## src/hw/fc_params.svh

```systemverilog
`ifndef FC_PARAMS_SVH
`define FC_PARAMS_SVH

// engine sizes
`define FC_CORE        4
`define FC_CORELOG     2
`define FC_DWIDTH      16
`define FC_ACCWIDTH    40
`define FC_FRAC        8
`define FC_IMGSIZE     10
`define FC_NETSIZE     10
`define FC_LWIDTH      10
`define FC_SETUP_TIME  4

// host address map, byte addresses
`define FC_AWIDTH          16
`define FC_REG_CTRL        'h00
`define FC_REG_STATUS      'h04
`define FC_REG_TOTAL_IN    'h08
`define FC_REG_TOTAL_OUT   'h0C
`define FC_REG_IN_OFFSET   'h10
`define FC_REG_OUT_OFFSET  'h14
`define FC_REG_NET_OFFSET  'h18
`define FC_IMG_BASE        'h1000
`define FC_IMG_MASK        'hF000
`define FC_NET_BASE        'h4000
`define FC_NET_MASK        'hC000

`endif

```

## src/hw/fc_pkg.sv

```systemverilog
`include "fc_params.svh"

package fc_pkg;

  // signed fixed point word for images and weights
  typedef logic signed [`FC_DWIDTH-1:0]   data_t;
  typedef logic signed [`FC_ACCWIDTH-1:0] acc_t;

  typedef logic [`FC_IMGSIZE-1:0] img_addr_t;
  typedef logic [`FC_NETSIZE-1:0] net_addr_t;
  typedef logic [`FC_LWIDTH-1:0]  len_t;

  typedef enum logic [2:0] {
    S_WAIT,
    S_SETUP,
    S_INPUT,
    S_BIAS,
    S_OUTPUT
  } ctrl_state_t;

endpackage

```

## src/hw/fc_regs.sv

```systemverilog
`timescale 1ns/1ps
`include "fc_params.svh"

module fc_regs import fc_pkg::*; (
  input  logic                   clk,
  input  logic                   xrst,
  input  logic [`FC_AWIDTH-1:0]  awaddr,
  input  logic                   awvalid,
  output logic                   awready,
  input  logic [31:0]            wdata,
  input  logic [3:0]             wstrb,
  input  logic                   wvalid,
  output logic                   wready,
  output logic [1:0]             bresp,
  output logic                   bvalid,
  input  logic                   bready,
  input  logic [`FC_AWIDTH-1:0]  araddr,
  input  logic                   arvalid,
  output logic                   arready,
  output logic [31:0]            rdata,
  output logic [1:0]             rresp,
  output logic                   rvalid,
  input  logic                   rready,
  input  logic                   idle,
  input  data_t                  img_rdata,
  output len_t                   total_in,
  output len_t                   total_out,
  output img_addr_t              in_offset,
  output img_addr_t              out_offset,
  output net_addr_t              net_offset,
  output logic                   run_req,
  output logic                   host_img_we,
  output logic                   host_net_we,
  output logic [`FC_CORELOG-1:0] host_sel,
  output net_addr_t              host_addr,
  output data_t                  host_wdata
);

  logic        wr_go;
  logic        wr_en;
  logic        rd_go;
  logic        rd_busy;
  logic        rd_s1;
  logic        rd_s2;
  logic        aw_img;
  logic        aw_net;
  logic        ar_win;
  logic        rd_img;
  logic [31:0] reg_val;
  logic [31:0] rd_val;

  assign aw_img = (awaddr & `FC_IMG_MASK) == `FC_IMG_BASE;
  assign aw_net = (awaddr & `FC_NET_MASK) == `FC_NET_BASE;
  assign ar_win = (araddr & `FC_IMG_MASK) == `FC_IMG_BASE
               || (araddr & `FC_NET_MASK) == `FC_NET_BASE;

  // one transaction in flight, writes win over reads
  assign rd_busy = rd_s1 || rd_s2 || rvalid;
  assign wr_go   = awvalid && wvalid && !bvalid && !rd_busy;
  assign rd_go   = arvalid && !(awvalid && wvalid) && !bvalid && !rd_busy;
  assign awready = wr_go;
  assign wready  = wr_go;
  assign arready = rd_go;

  // all fields live in the low half word
  assign wr_en = wr_go && wstrb[1:0] == 2'b11;

  always_comb begin
    case (araddr)
      `FC_REG_STATUS:     reg_val = 32'(idle);
      `FC_REG_TOTAL_IN:   reg_val = 32'(total_in);
      `FC_REG_TOTAL_OUT:  reg_val = 32'(total_out);
      `FC_REG_IN_OFFSET:  reg_val = 32'(in_offset);
      `FC_REG_OUT_OFFSET: reg_val = 32'(out_offset);
      `FC_REG_NET_OFFSET: reg_val = 32'(net_offset);
      default:            reg_val = '0;
    endcase
  end

  // ==============================
  // control and layer registers
  // ==============================

  always_ff @(posedge clk) begin
    if (!xrst) begin
      bvalid      <= 1'b0;
      rvalid      <= 1'b0;
      rd_s1       <= 1'b0;
      rd_s2       <= 1'b0;
      run_req     <= 1'b0;
      host_img_we <= 1'b0;
      host_net_we <= 1'b0;
      total_in    <= '0;
      total_out   <= '0;
      in_offset   <= '0;
      out_offset  <= '0;
      net_offset  <= '0;
    end else begin
      rd_s1       <= rd_go;
      rd_s2       <= rd_s1;
      run_req     <= wr_en && awaddr == `FC_REG_CTRL && wdata[0] && idle;
      // windows are closed while a run is going
      host_img_we <= wr_en && aw_img && idle;
      host_net_we <= wr_en && aw_net && idle;
      if (bvalid && bready) begin
        bvalid <= 1'b0;
      end else if (wr_go) begin
        bvalid <= 1'b1;
      end
      if (rvalid && rready) begin
        rvalid <= 1'b0;
      end else if (rd_s2) begin
        rvalid <= 1'b1;
      end
      if (wr_en) begin
        case (awaddr)
          `FC_REG_TOTAL_IN:   total_in   <= len_t'(wdata);
          `FC_REG_TOTAL_OUT:  total_out  <= len_t'(wdata);
          `FC_REG_IN_OFFSET:  in_offset  <= img_addr_t'(wdata);
          `FC_REG_OUT_OFFSET: out_offset <= img_addr_t'(wdata);
          `FC_REG_NET_OFFSET: net_offset <= net_addr_t'(wdata);
          default: ;
        endcase
      end
    end
  end

  // host address, write data and read capture
  always_ff @(posedge clk) begin
    if (wr_go) begin
      host_addr  <= awaddr[2 +: `FC_NETSIZE];
      host_sel   <= awaddr[12 +: `FC_CORELOG];
      host_wdata <= wdata[`FC_DWIDTH-1:0];
      bresp      <= ((aw_img || aw_net) && !idle) ? 2'b10 : 2'b00;
    end else if (rd_go) begin
      host_addr <= araddr[2 +: `FC_NETSIZE];
      rd_img    <= (araddr & `FC_IMG_MASK) == `FC_IMG_BASE;
      rd_val    <= reg_val;
      rresp     <= (ar_win && !idle) ? 2'b10 : 2'b00;
    end
    if (rd_s2) begin
      rdata <= rd_img ? 32'(img_rdata) : rd_val;
    end
  end

  // a pending write response holds steady, never beside a read response
  assert property (@(posedge clk) disable iff (!xrst)
    bvalid && !bready |=> bvalid && $stable(bresp));
  assert property (@(posedge clk) disable iff (!xrst) !(bvalid && rvalid));

endmodule

```

## config.mk

```make
export PLATFORM = sky130hd
export DESIGN_NAME = fc_regs
export DESIGN_NICKNAME = d
export VERILOG_FILES = /design/src/hw/fc_pkg.sv /design/src/hw/fc_regs.sv
export VERILOG_INCLUDE_DIRS = /design/src /design/src/hw
export SDC_FILE = /design/constraint.sdc
export NUM_CORES = 1
export LEC_CHECK = 0
export ABC_CLOCK_PERIOD_IN_PS = 2700
export BUFFER_PORTS_ARGS = -buffer_cell sky130_fd_sc_hd__buf_2
export CAP_MARGIN = 10
export CORE_AREA = 2 2 127 129
export DETAILED_ROUTE_END_ITERATION = 7
export DIE_AREA = 0 0 129 131
export GPL_ROUTABILITY_DRIVEN = 0
export SKIP_LAST_GASP = 1
export SYNTH_ARGS = -nofsm -noshare
export SYNTH_HDL_FRONTEND = slang
export SYNTH_SLANG_ARGS = --single-unit
```

## constraint.sdc

```tcl
create_clock -name clk -period 2.7 [get_ports clk]
set_input_delay 0.54 -clock clk [delete_from_list [all_inputs] [get_ports clk]]
set_output_delay 0.54 -clock clk [all_outputs]
set_load 0.005 [all_outputs]
```

==> impl_metrics.csv, run 1 <==
group,metric,value,unit
detailed_routing,ant_nets,0,
power_and_ir_drop,switching_share,20.6,%
yosys,ys_ff_latch,114,
critical_path,r2r_start,"rvalid",
timing,drv_slew,0,
cells_and_area,regArea,2850,µm²
cells_and_area,fill_cells,1489,
detailed_routing,first_pass_iters,5,
timing,setup_violations,0,
clocking,clock-root-buffer,"clkbuf_16",
power_and_ir_drop,pwr-share-clk,52.3,%
power_and_ir_drop,power.internal,3660,µW
timing,final.setup.tns,0,ns
yosys,synth.distinct_cells,41,
timing,hold_violations,0,
outcome,outcome,"complete, no violations",
min_path,min_from,"wdata[10]",
yosys,postSynthAreaPerCell,12.2,µm²
cells_and_area,drive_above_1_share,45.5,%
die,coreArea,15600,µm²
grt,grt_max_degree,38,
power_and_ir_drop,seqPwrFrac,41.4,%
detailed_routing,avgRoutedWirePerCell,16.8,µm
critical_path,cp.required,2.16,ns
run,cap_violations,0,
timing,grt_setup_unrepaired,"false",
detailed_routing,routed-via-count,3700,
grt,grt_first_pass_wirelength,20300,µm
critical_path,cp_max_fo,11,
critical_path,crit_path_start,"rvalid",
clocking,cts-buffers-inserted,17,
timing,fmax,418,MHz
detailed_routing,drt-initial-drc-count,229,
yosys,synth_compound_area_share,5.49,%
power_and_ir_drop,p_sw,953,µW
cells_and_area,synthToLayoutAreaGrowth,37.6,%
power_and_ir_drop,ir_drop,0.413,mV
yosys,synth_sequential_area_ratio,59.9,%
yosys,syn_inst,390,
grt,grt_usage,16.1,%
placed_design,placed_area,5890,µm²
min_path,hp-class,"in2reg",
yosys,synth-adder-area-share,0,%
yosys,synthMuxAreaShare,15.5,%
critical_path,setup.worst_path.end_class,"primary output",
yosys,synth_xor_area_share,0,%
clocking,h-tree-depth,4,
timing,tightestPinTransition,0.763,ns
die,die_h,131,µm
clocking,clk_pin_slew,0.05,ns
cells_and_area,postLayoutCellArea,6550,µm²
placed_design,io_buffers,193,
clocking,cts_resized,0,
timing,slew_headroom,49.0,%
detailed_routing,wirelength,13600,µm
yosys,ys_warn_count,0,
grt,first_global_vias,3660,
clocking,hold_buffers,0,
die,pin_count,214,
critical_path,path_class,"reg2out",
critical_path,worstSetupStartpointType,"flop",
clocking,cts_tree,"built",
timing,clock_skew,0.0151,ns
yosys,synth_area,4760,µm²
timing,post-route-period-util,88.6,%
cells_and_area,num_antenna_cells,0,
die,die-area,16900,µm²
yosys,synth-simple-area-share,14.3,%
detailed_routing,drcViolationCount,0,
die,initial_core_util,30.5,%
die,rows,46,
detailed_routing,via_per_inst,4.57,
clocking,clock_sinks,114,
cells_and_area,multiInputGateArea,1710,µm²
grt,grt_remaining_overflow,0,
timing,post-route-min-period,2.39,ns
power_and_ir_drop,leakagePower,0.00276,µW
clocking,postCtsSetupBuffers,0,
critical_path,worst-endpoint-arrival,1.85,ns
power_and_ir_drop,comb_power_share,6.4,%
placed_design,dp_hpwl,10100,µm
clocking,clk_latency,0.42,ns
grt,antenna_found_initial,0,
die,die_width,129,µm
cells_and_area,nets,672,
clocking,cts_max_path_buffers,2,
yosys,synth_top_family_by_area,"multiplexers",
power_and_ir_drop,powerDensity,704,nW/µm²
==> registers in the layout (all words and copies together), names as in the netlist, 2 cells and up <==
signal,count
net_offset,10
total_in,10
host_addr,10
host_sel,2
host_wdata,16
out_offset,10
rd_val,10
total_out,10
in_offset,10
rdata,16
==> through the flow <==
stage          power, µW  utilization [%]  setup WS [ns]  hold slack [ns]  cells
3_3_place_gp        2230             37.8          0.421            0.455    776
5_1_grt             4780             42.0          0.171            0.287    809
6_report            4620             42.0          0.308            0.300    809
3_5_place_dp        2240             37.8          0.400            0.464    776
4_1_cts             4680             42.0         0.0689            0.284    808
2_1_floorplan       2080                -          0.311            0.463    391
==> cell usage in the layout, fill, tap and decap left out, types with 2 or more instances in the layout <==
master	count
a21oi_1	11
a222oi_1	8
a22o_1	9
and2_1	9
and3_1	2
buf_2	193
buf_4	12
bufinv_16	2
clkbuf_16	21
clkbuf_8	3
clkinv_2	3
conb_1	2
dfxtp_1	57
edfxtp_1	57
inv_1	3
mux2_2	20
mux2i_1	51
nand2_1	77
nand2b_1	2
nand3_1	5
nor2_1	4
nor2_4	2
nor2b_1	4
nor3_1	6
nor4_1	3
nor4_4	3
or2_2	2
or4_1	2
==> layout make-up <==
cell class / count / area share [%]
sequential: 114 / 43.5
multi-input combinational: 239 / 26.0
timing repair buffer: 205 / 16.1
clock buffer: 25 / 8.71
tap: 216 / 4.12
clock inverter: 7 / 1.30
inverter: 3 / 0.172
==> final timing paths <==
path / to / cells after the start / slack [ns]
hold reg to reg: total_out[1] / 2 / 0.47
hold / removal: host_wdata[10] / 1 / 0.30
setup reg to reg: host_addr[1] / 3 / 0.58
setup / recovery: awready / 3 / 0.31
==> critical path, cell delays in order (launching register included) <==
cell	delay (ns)
dfxtp_1	0.36
nor4_4	0.46
nor2b_4	0.44
buf_2	0.19
==> power groups by stage <==
stage	logic, µW	clock network, µW	registers (µW)
6_report	295	2410	1910
5_1_grt	324	2540	1910
4_1_cts	295	2470	1910
3_5_place_dp	295	0	1940
3_3_place_gp	288	0	1940
2_1_floorplan	133	0	1940
==> per-layer routing <==
metal / up-vias / track usage, % / wire [µm]
met5: - / 0 / 0
met4: 0 / 8.63 / 321
met3: 22 / 4.64 / 752
met2: 146 / 25.4 / 6290
met1: 1747 / 20.1 / 6230
li1: 1785 / - / -
==> cells by family (layout without fill, tap and decap cells) <==
| group | Yosys count | count (layout) |
|---|---|---|
| other | 1 | 2 |
| flip-flops | 114 | 114 |
| buffers and inverters | 39 | 240 |
| AND/OR/NAND/NOR | 131 | 132 |
| AO/OA/AOI/OAI | 34 | 34 |
| multiplexers | 71 | 71 |
==> synth_stat cells, drive strengths merged <==
library cell | number | share of area, %
nand2b | 2 | 0.26
buf | 26 | 3.8
edfxtp | 57 | 36
and3 | 2 | 0.26
nor4b | 1 | 0.18
clkbuf | 10 | 0.79
nand2 | 78 | 6.2
nand4b | 1 | 0.32
mux2 | 20 | 4.7
o21ai | 1 | 0.11
nand4 | 1 | 0.13
o21a | 1 | 0.16
nor4 | 7 | 1.9
a22o | 9 | 1.7
mux2i | 51 | 11
or2 | 2 | 0.26
nor3 | 7 | 0.84
nor2 | 7 | 0.92
a221oi | 1 | 0.18
nand3 | 5 | 0.53
nand3b | 1 | 0.16
or4 | 2 | 0.32
a222oi | 8 | 1.7
conb | 1 | 0.079
a22oi | 1 | 0.16
and2 | 9 | 1.2
dfxtp | 57 | 24
a31o | 1 | 0.18
o211a | 1 | 0.21
nor2b | 5 | 0.66
a21oi | 11 | 1.2
and4 | 1 | 0.18
inv | 3 | 0.24
No activity file was read; power rests on OpenSTA's default activity.
==> run 2: changes to the inputs <==
REMOVE_ABC_BUFFERS = 1   (was unset)
==> impl_metrics.csv, run 2 (synthesis gave the netlist of run 1 again) <==
group,metric,value,unit
timing,drv_slew,0,
critical_path,crit_chain,"nor4_4 -> nor2b_4 -> buf_2",
detailed_routing,first_pass_iters,5,
cells_and_area,num_antenna_cells,0,
clocking,hold_buffers,0,
clocking,cts_max_path_buffers,2,
timing,clock_skew,0.00841,ns
grt,grt_first_pass_wirelength,20800,µm
clocking,clock_sinks,114,
critical_path,r2r_cells,5,
grt,antenna_found_initial,0,
detailed_routing,via_per_inst,4.58,
timing,slew_headroom,43.1,%
critical_path,setup.worst_path.end_class,"primary output",
critical_path,reg2reg_slack,0.70,ns
critical_path,worst-endpoint-arrival,1.74,ns
die,rows,46,
clocking,cts-buffers-inserted,17,
cells_and_area,postLayoutCellArea,6540,µm²
clocking,h-tree-depth,4,
critical_path,slowest_delay,0.45,ns
power_and_ir_drop,ir_drop,0.424,mV
timing,hold_violations,0,
outcome,outcome,"complete, no violations",
grt,grt_max_degree,40,
clocking,clk_latency,0.41,ns
detailed_routing,ant_nets,0,
power_and_ir_drop,leakagePower,0.00275,µW
clocking,clock-root-buffer,"clkbuf_16",
critical_path,r2r_start,"rvalid",
cells_and_area,layout_commonest_cell,"buf_2",
timing,fmax,439,MHz
detailed_routing,avgRoutedWirePerCell,17.4,µm
timing,tightestPinTransition,0.850,ns
critical_path,worstSetupStartpointType,"flop",
die,die-area,16900,µm²
grt,grt_usage,16.8,%
placed_design,placed_area,5900,µm²
timing,setup_violations,0,
detailed_routing,drt-initial-drc-count,176,
placed_design,io_buffers,193,
cells_and_area,nets,677,
clocking,postCtsSetupBuffers,0,
detailed_routing,routed-via-count,3732,
die,die_width,129,µm
cells_and_area,layout_common_cells,"buf_2 (193), nand2_1 (77), edfxtp_1 (57), dfxtp_1 (57), mux2i_1 (51)",
critical_path,crit_slowest_cell,"nor4_4",
timing,timing.hold.ws,0.301,ns
clocking,clk_pin_slew,0.06,ns
die,die_h,131,µm
cells_and_area,drive_above_1_share,46.2,%
timing,post-route-period-util,84.4,%
critical_path,path_class,"reg2out",
critical_path,cp.required,2.16,ns
die,pin_count,214,
cells_and_area,top_regs,"host_wdata x16, rdata x16",
power_and_ir_drop,powerDensity,681,nW/µm²
min_path,hp-class,"in2reg",
clocking,cts_tree,"built",
timing,post-route-min-period,2.28,ns
detailed_routing,drcViolationCount,0,
clocking,cts_resized,0,
die,initial_core_util,30.5,%
min_path,hold_path_depth,1,
run,cap_violations,0,
grt,first_global_vias,3728,
detailed_routing,wirelength,14100,µm
min_path,hold_end,"host_wdata[15]",
die,coreArea,15600,µm²
min_path,min_from,"wdata[15]",
cells_and_area,synthToLayoutAreaGrowth,37.3,%
grt,grt_remaining_overflow,0,
critical_path,cp_max_fo,9,
timing,grt_setup_unrepaired,"false",
placed_design,dp_hpwl,10300,µm
critical_path,worstReg2RegEnd,"total_out[8]",
==> run 2: cell count changes in the layout (fill, tap and decap cells not counted), sizes merged <==
cell	before	now
buf	205	211
clkinvlp	0	3
clkinv	4	9
inv	4	3
bufinv	2	3
clkbuf	25	17
nor2b	6	5
==> run 2: how the worst max path moves through the flow <==
| stage | from | end | slack (ns) | cells after the start |
|---|---|---|---|---|
| after global routing | rvalid | wready | 0.32 | 3 |
| after detailed placement | araddr[4] | rd_val[3] | 0.45 | 5 |
| after CTS | rvalid | awready | 0.07 | 3 |
| final | rvalid | awready | 0.42 | 3 |
| after floorplan | rd_s2 | host_addr[0] | -0.51 | 3 |
| after global placement | araddr[4] | rd_val[3] | 0.43 | 5 |
==> run 2: power by group <==
part	internal, µW	switching [µW]	total (µW)
clock network	1440	797	2240
registers	1890	24.7	1910
logic	138	168	306
==> run 2: layer usage <==
layer  up-vias  global-route usage (%)  routed length (µm)
met4         0                    6.33                 188
met2       133                    28.7                7150
met5         -                       0                   0
met3        11                    5.46                 901
met1      1802                    19.8                5900
li1       1786                       -                   -
==> run 2: layout make-up <==
class	instances	area [µm²]
Clock buffer	17	425
Clock inverter	15	168
Fill cell	1532	9060
Inverter	3	11.3
Multi-Input combinational cell	238	1700
Sequential cell	114	2850
Tap cell	216	270
Timing Repair Buffer	211	1110
==> run 2: stage by stage <==
| stage | cells | TNS, ns | total power (µW) | worst slack [ns] | util (%) |
|---|---|---|---|---|---|
| final | 814 | 0 | 4450 | 0.420 | 41.9 |
| after global routing | 814 | 0 | 4610 | 0.320 | 41.9 |
| after global placement | 776 | 0 | 2240 | 0.432 | 37.8 |
| after detailed placement | 776 | 0 | 2250 | 0.446 | 37.8 |
| after floorplan | 355 | -16.30 | 2050 | -0.512 | - |
| after CTS | 808 | 0 | 4500 | 0.0697 | 41.6 |
==> run 2: worst max-delay path, delay by kind of cell, from the launching register on <==
family,cells,cell delay (ns)
buf+inv,1,0.17
flops,1,0.35
simple gates,2,0.81
==> run 3: changes to the inputs <==
ABC_CLOCK_PERIOD_IN_PS = 1950   (was 2700)
clock period = 1.95 ns   (was 2.7 ns; I/O delays follow)
==> impl_metrics.csv, run 3 (synthesis gave the netlist of run 1 again) <==
group,metric,value,unit
outcome,outcome,"complete, but fails checks",
outcome,violations,"negative setup slack",
timing,drv_slew,0,
critical_path,crit_chain,"nor4_4 -> buf_4 -> buf_4 -> nand2_2 -> buf_6 -> nor4_4 -> buf_6 -> mux2i_1",
detailed_routing,routed-via-count,3850,
power_and_ir_drop,switching_share,21.9,%
placed_design,io_buffers,193,
die,pin_count,214,
die,die-area,16900,µm²
critical_path,path_class,"reg2reg",
critical_path,crit_slowest_cell,"nor4_4",
min_path,hp-class,"in2reg",
clocking,clock-root-buffer,"clkbuf_16",
power_and_ir_drop,leakagePower,0.00289,µW
critical_path,setup.worst_path.end_class,"flop",
power_and_ir_drop,ir_drop,0.597,mV
critical_path,cp_max_fo,5,
grt,grt_first_pass_wirelength,21500,µm
grt,grt_usage,17.5,%
clocking,h-tree-depth,4,
grt,grt_max_degree,67,
detailed_routing,drt-initial-drc-count,249,
critical_path,critPathBufInv,4,
cells_and_area,drive_above_1_share,48.1,%
detailed_routing,ant_nets,0,
cells_and_area,nets,695,
detailed_routing,avgRoutedWirePerCell,17.7,µm
cells_and_area,synthToLayoutAreaGrowth,43.2,%
power_and_ir_drop,powerDensity,907,nW/µm²
clocking,cts_max_path_buffers,2,
die,die_h,131,µm
critical_path,cp.required,2.29,ns
timing,tightestPinTransition,0.810,ns
power_and_ir_drop,comb_power_share,7.8,%
timing,hold_violations,0,
cells_and_area,top_regs,"host_wdata x16, rdata x16",
power_and_ir_drop,p_total,6180,µW
clocking,clk_latency,0.42,ns
timing,setup_violations,7,
timing,setup_ws,-0.0352,ns
clocking,cts_tree,"built",
timing,post-route-min-period,1.99,ns
detailed_routing,drcViolationCount,0,
clocking,clock_sinks,114,
grt,first_global_vias,3900,
timing,clock_skew,0.0177,ns
cells_and_area,layout_commonest_cell,"buf_2",
power_and_ir_drop,power.internal,4830,µW
timing,slew_headroom,45.9,%
die,coreArea,15600,µm²
critical_path,worst-endpoint-arrival,2.32,ns
timing,grt_setup_unrepaired,"true",
timing,fmax,504,MHz
cells_and_area,num_antenna_cells,0,
placed_design,dp_slack,-0.0917,ns
grt,grt_remaining_overflow,0,
grt,antenna_found_initial,0,
critical_path,slowest_delay,0.38,ns
cells_and_area,final_util,43.7,%
cells_and_area,layout_common_cells,"buf_2 (190), nand2_1 (77), edfxtp_1 (57)",
detailed_routing,first_pass_iters,6,
power_and_ir_drop,seqPwrFrac,42.9,%
run,cap_violations,0,
clocking,clk_pin_slew,0.05,ns
critical_path,worstSetupStartpointType,"flop",
die,rows,46,
die,initial_core_util,30.5,%
detailed_routing,wirelength,14700,µm
power_and_ir_drop,p_sw,1350,µW
timing,post-route-period-util,102,%
placed_design,dp_hpwl,10300,µm
die,die_width,129,µm
power_and_ir_drop,pwr-share-clk,49.4,%
clocking,cts-buffers-inserted,17,
detailed_routing,via_per_inst,4.63,
critical_path,cpLargestDelayFamily,"simple AND/OR/NAND/NOR gates",
run 3: worst register-to-register path: stages (launching register included):
cell	delay, ns
dfxtp_2	0.33
nor4_4	0.31
buf_4	0.17
buf_4	0.10
nand2_2	0.05
buf_6	0.12
nor4_4	0.38
buf_6	0.22
mux2i_1	0.22
run 3: final timing paths:
kind / start / endpoint / slack [ns] / cells after the start
max: rd_s1 / out_offset[8] / -0.04 / 8
max reg2reg: rd_s1 / out_offset[8] / -0.04 / 8
min reg2reg: in_offset[6] / in_offset[6] / 0.47 / 2
min: wdata[10] / host_wdata[10] / 0.14 / 1
run 3: timing repair:
| action | in CTS | in global routing |
|---|---|---|
| endpoints found under the setup margin | 3 | 26 |
| pin swaps | 2 | 1 |
| cloned | 1 | 2 |
| setup buffers | 7 | 2 |
| hold buffers | 0 | 0 |
| gates resized for setup | 6 | 12 |
run 3: final cells by class:
type	instances	area, µm²
Clock inverter	5	33.8
Sequential cell	114	2860
Timing Repair Buffer	229	1370
Multi-Input combinational cell	238	1720
Fill cell	1478	8780
Tap cell	216	270
Clock buffer	26	563
Inverter	3	11.3
run 3: stage by stage:
stage,cells,area (µm²),setup TNS [ns],hold WS (ns)
after floorplan,355,4550,-55.72,0.463
after global placement,789,6050,-0.416,0.456
after detailed placement,789,6050,-0.829,0.461
after CTS,828,6760,-0.0871,0.132
after global routing,831,6820,-0.886,0.129
final,831,6820,-0.0895,0.143
run 3: metal layers:
layer	vias up	track usage, %	wire length, µm
met2	160	29.8	7430
met4	0	7.86	329
met5	-	0	0
met1	1831	20.5	6080
li1	1831	-	-
met3	28	5.09	861
run 3: power by group through the flow:
stage	clock, µW	sequential, µW	combinational (µW)
2_1_floorplan	0	2700	138
6_report	3050	2650	480
3_3_place_gp	0	2690	428
4_1_cts	3120	2650	492
3_5_place_dp	0	2700	438
5_1_grt	3220	2650	525
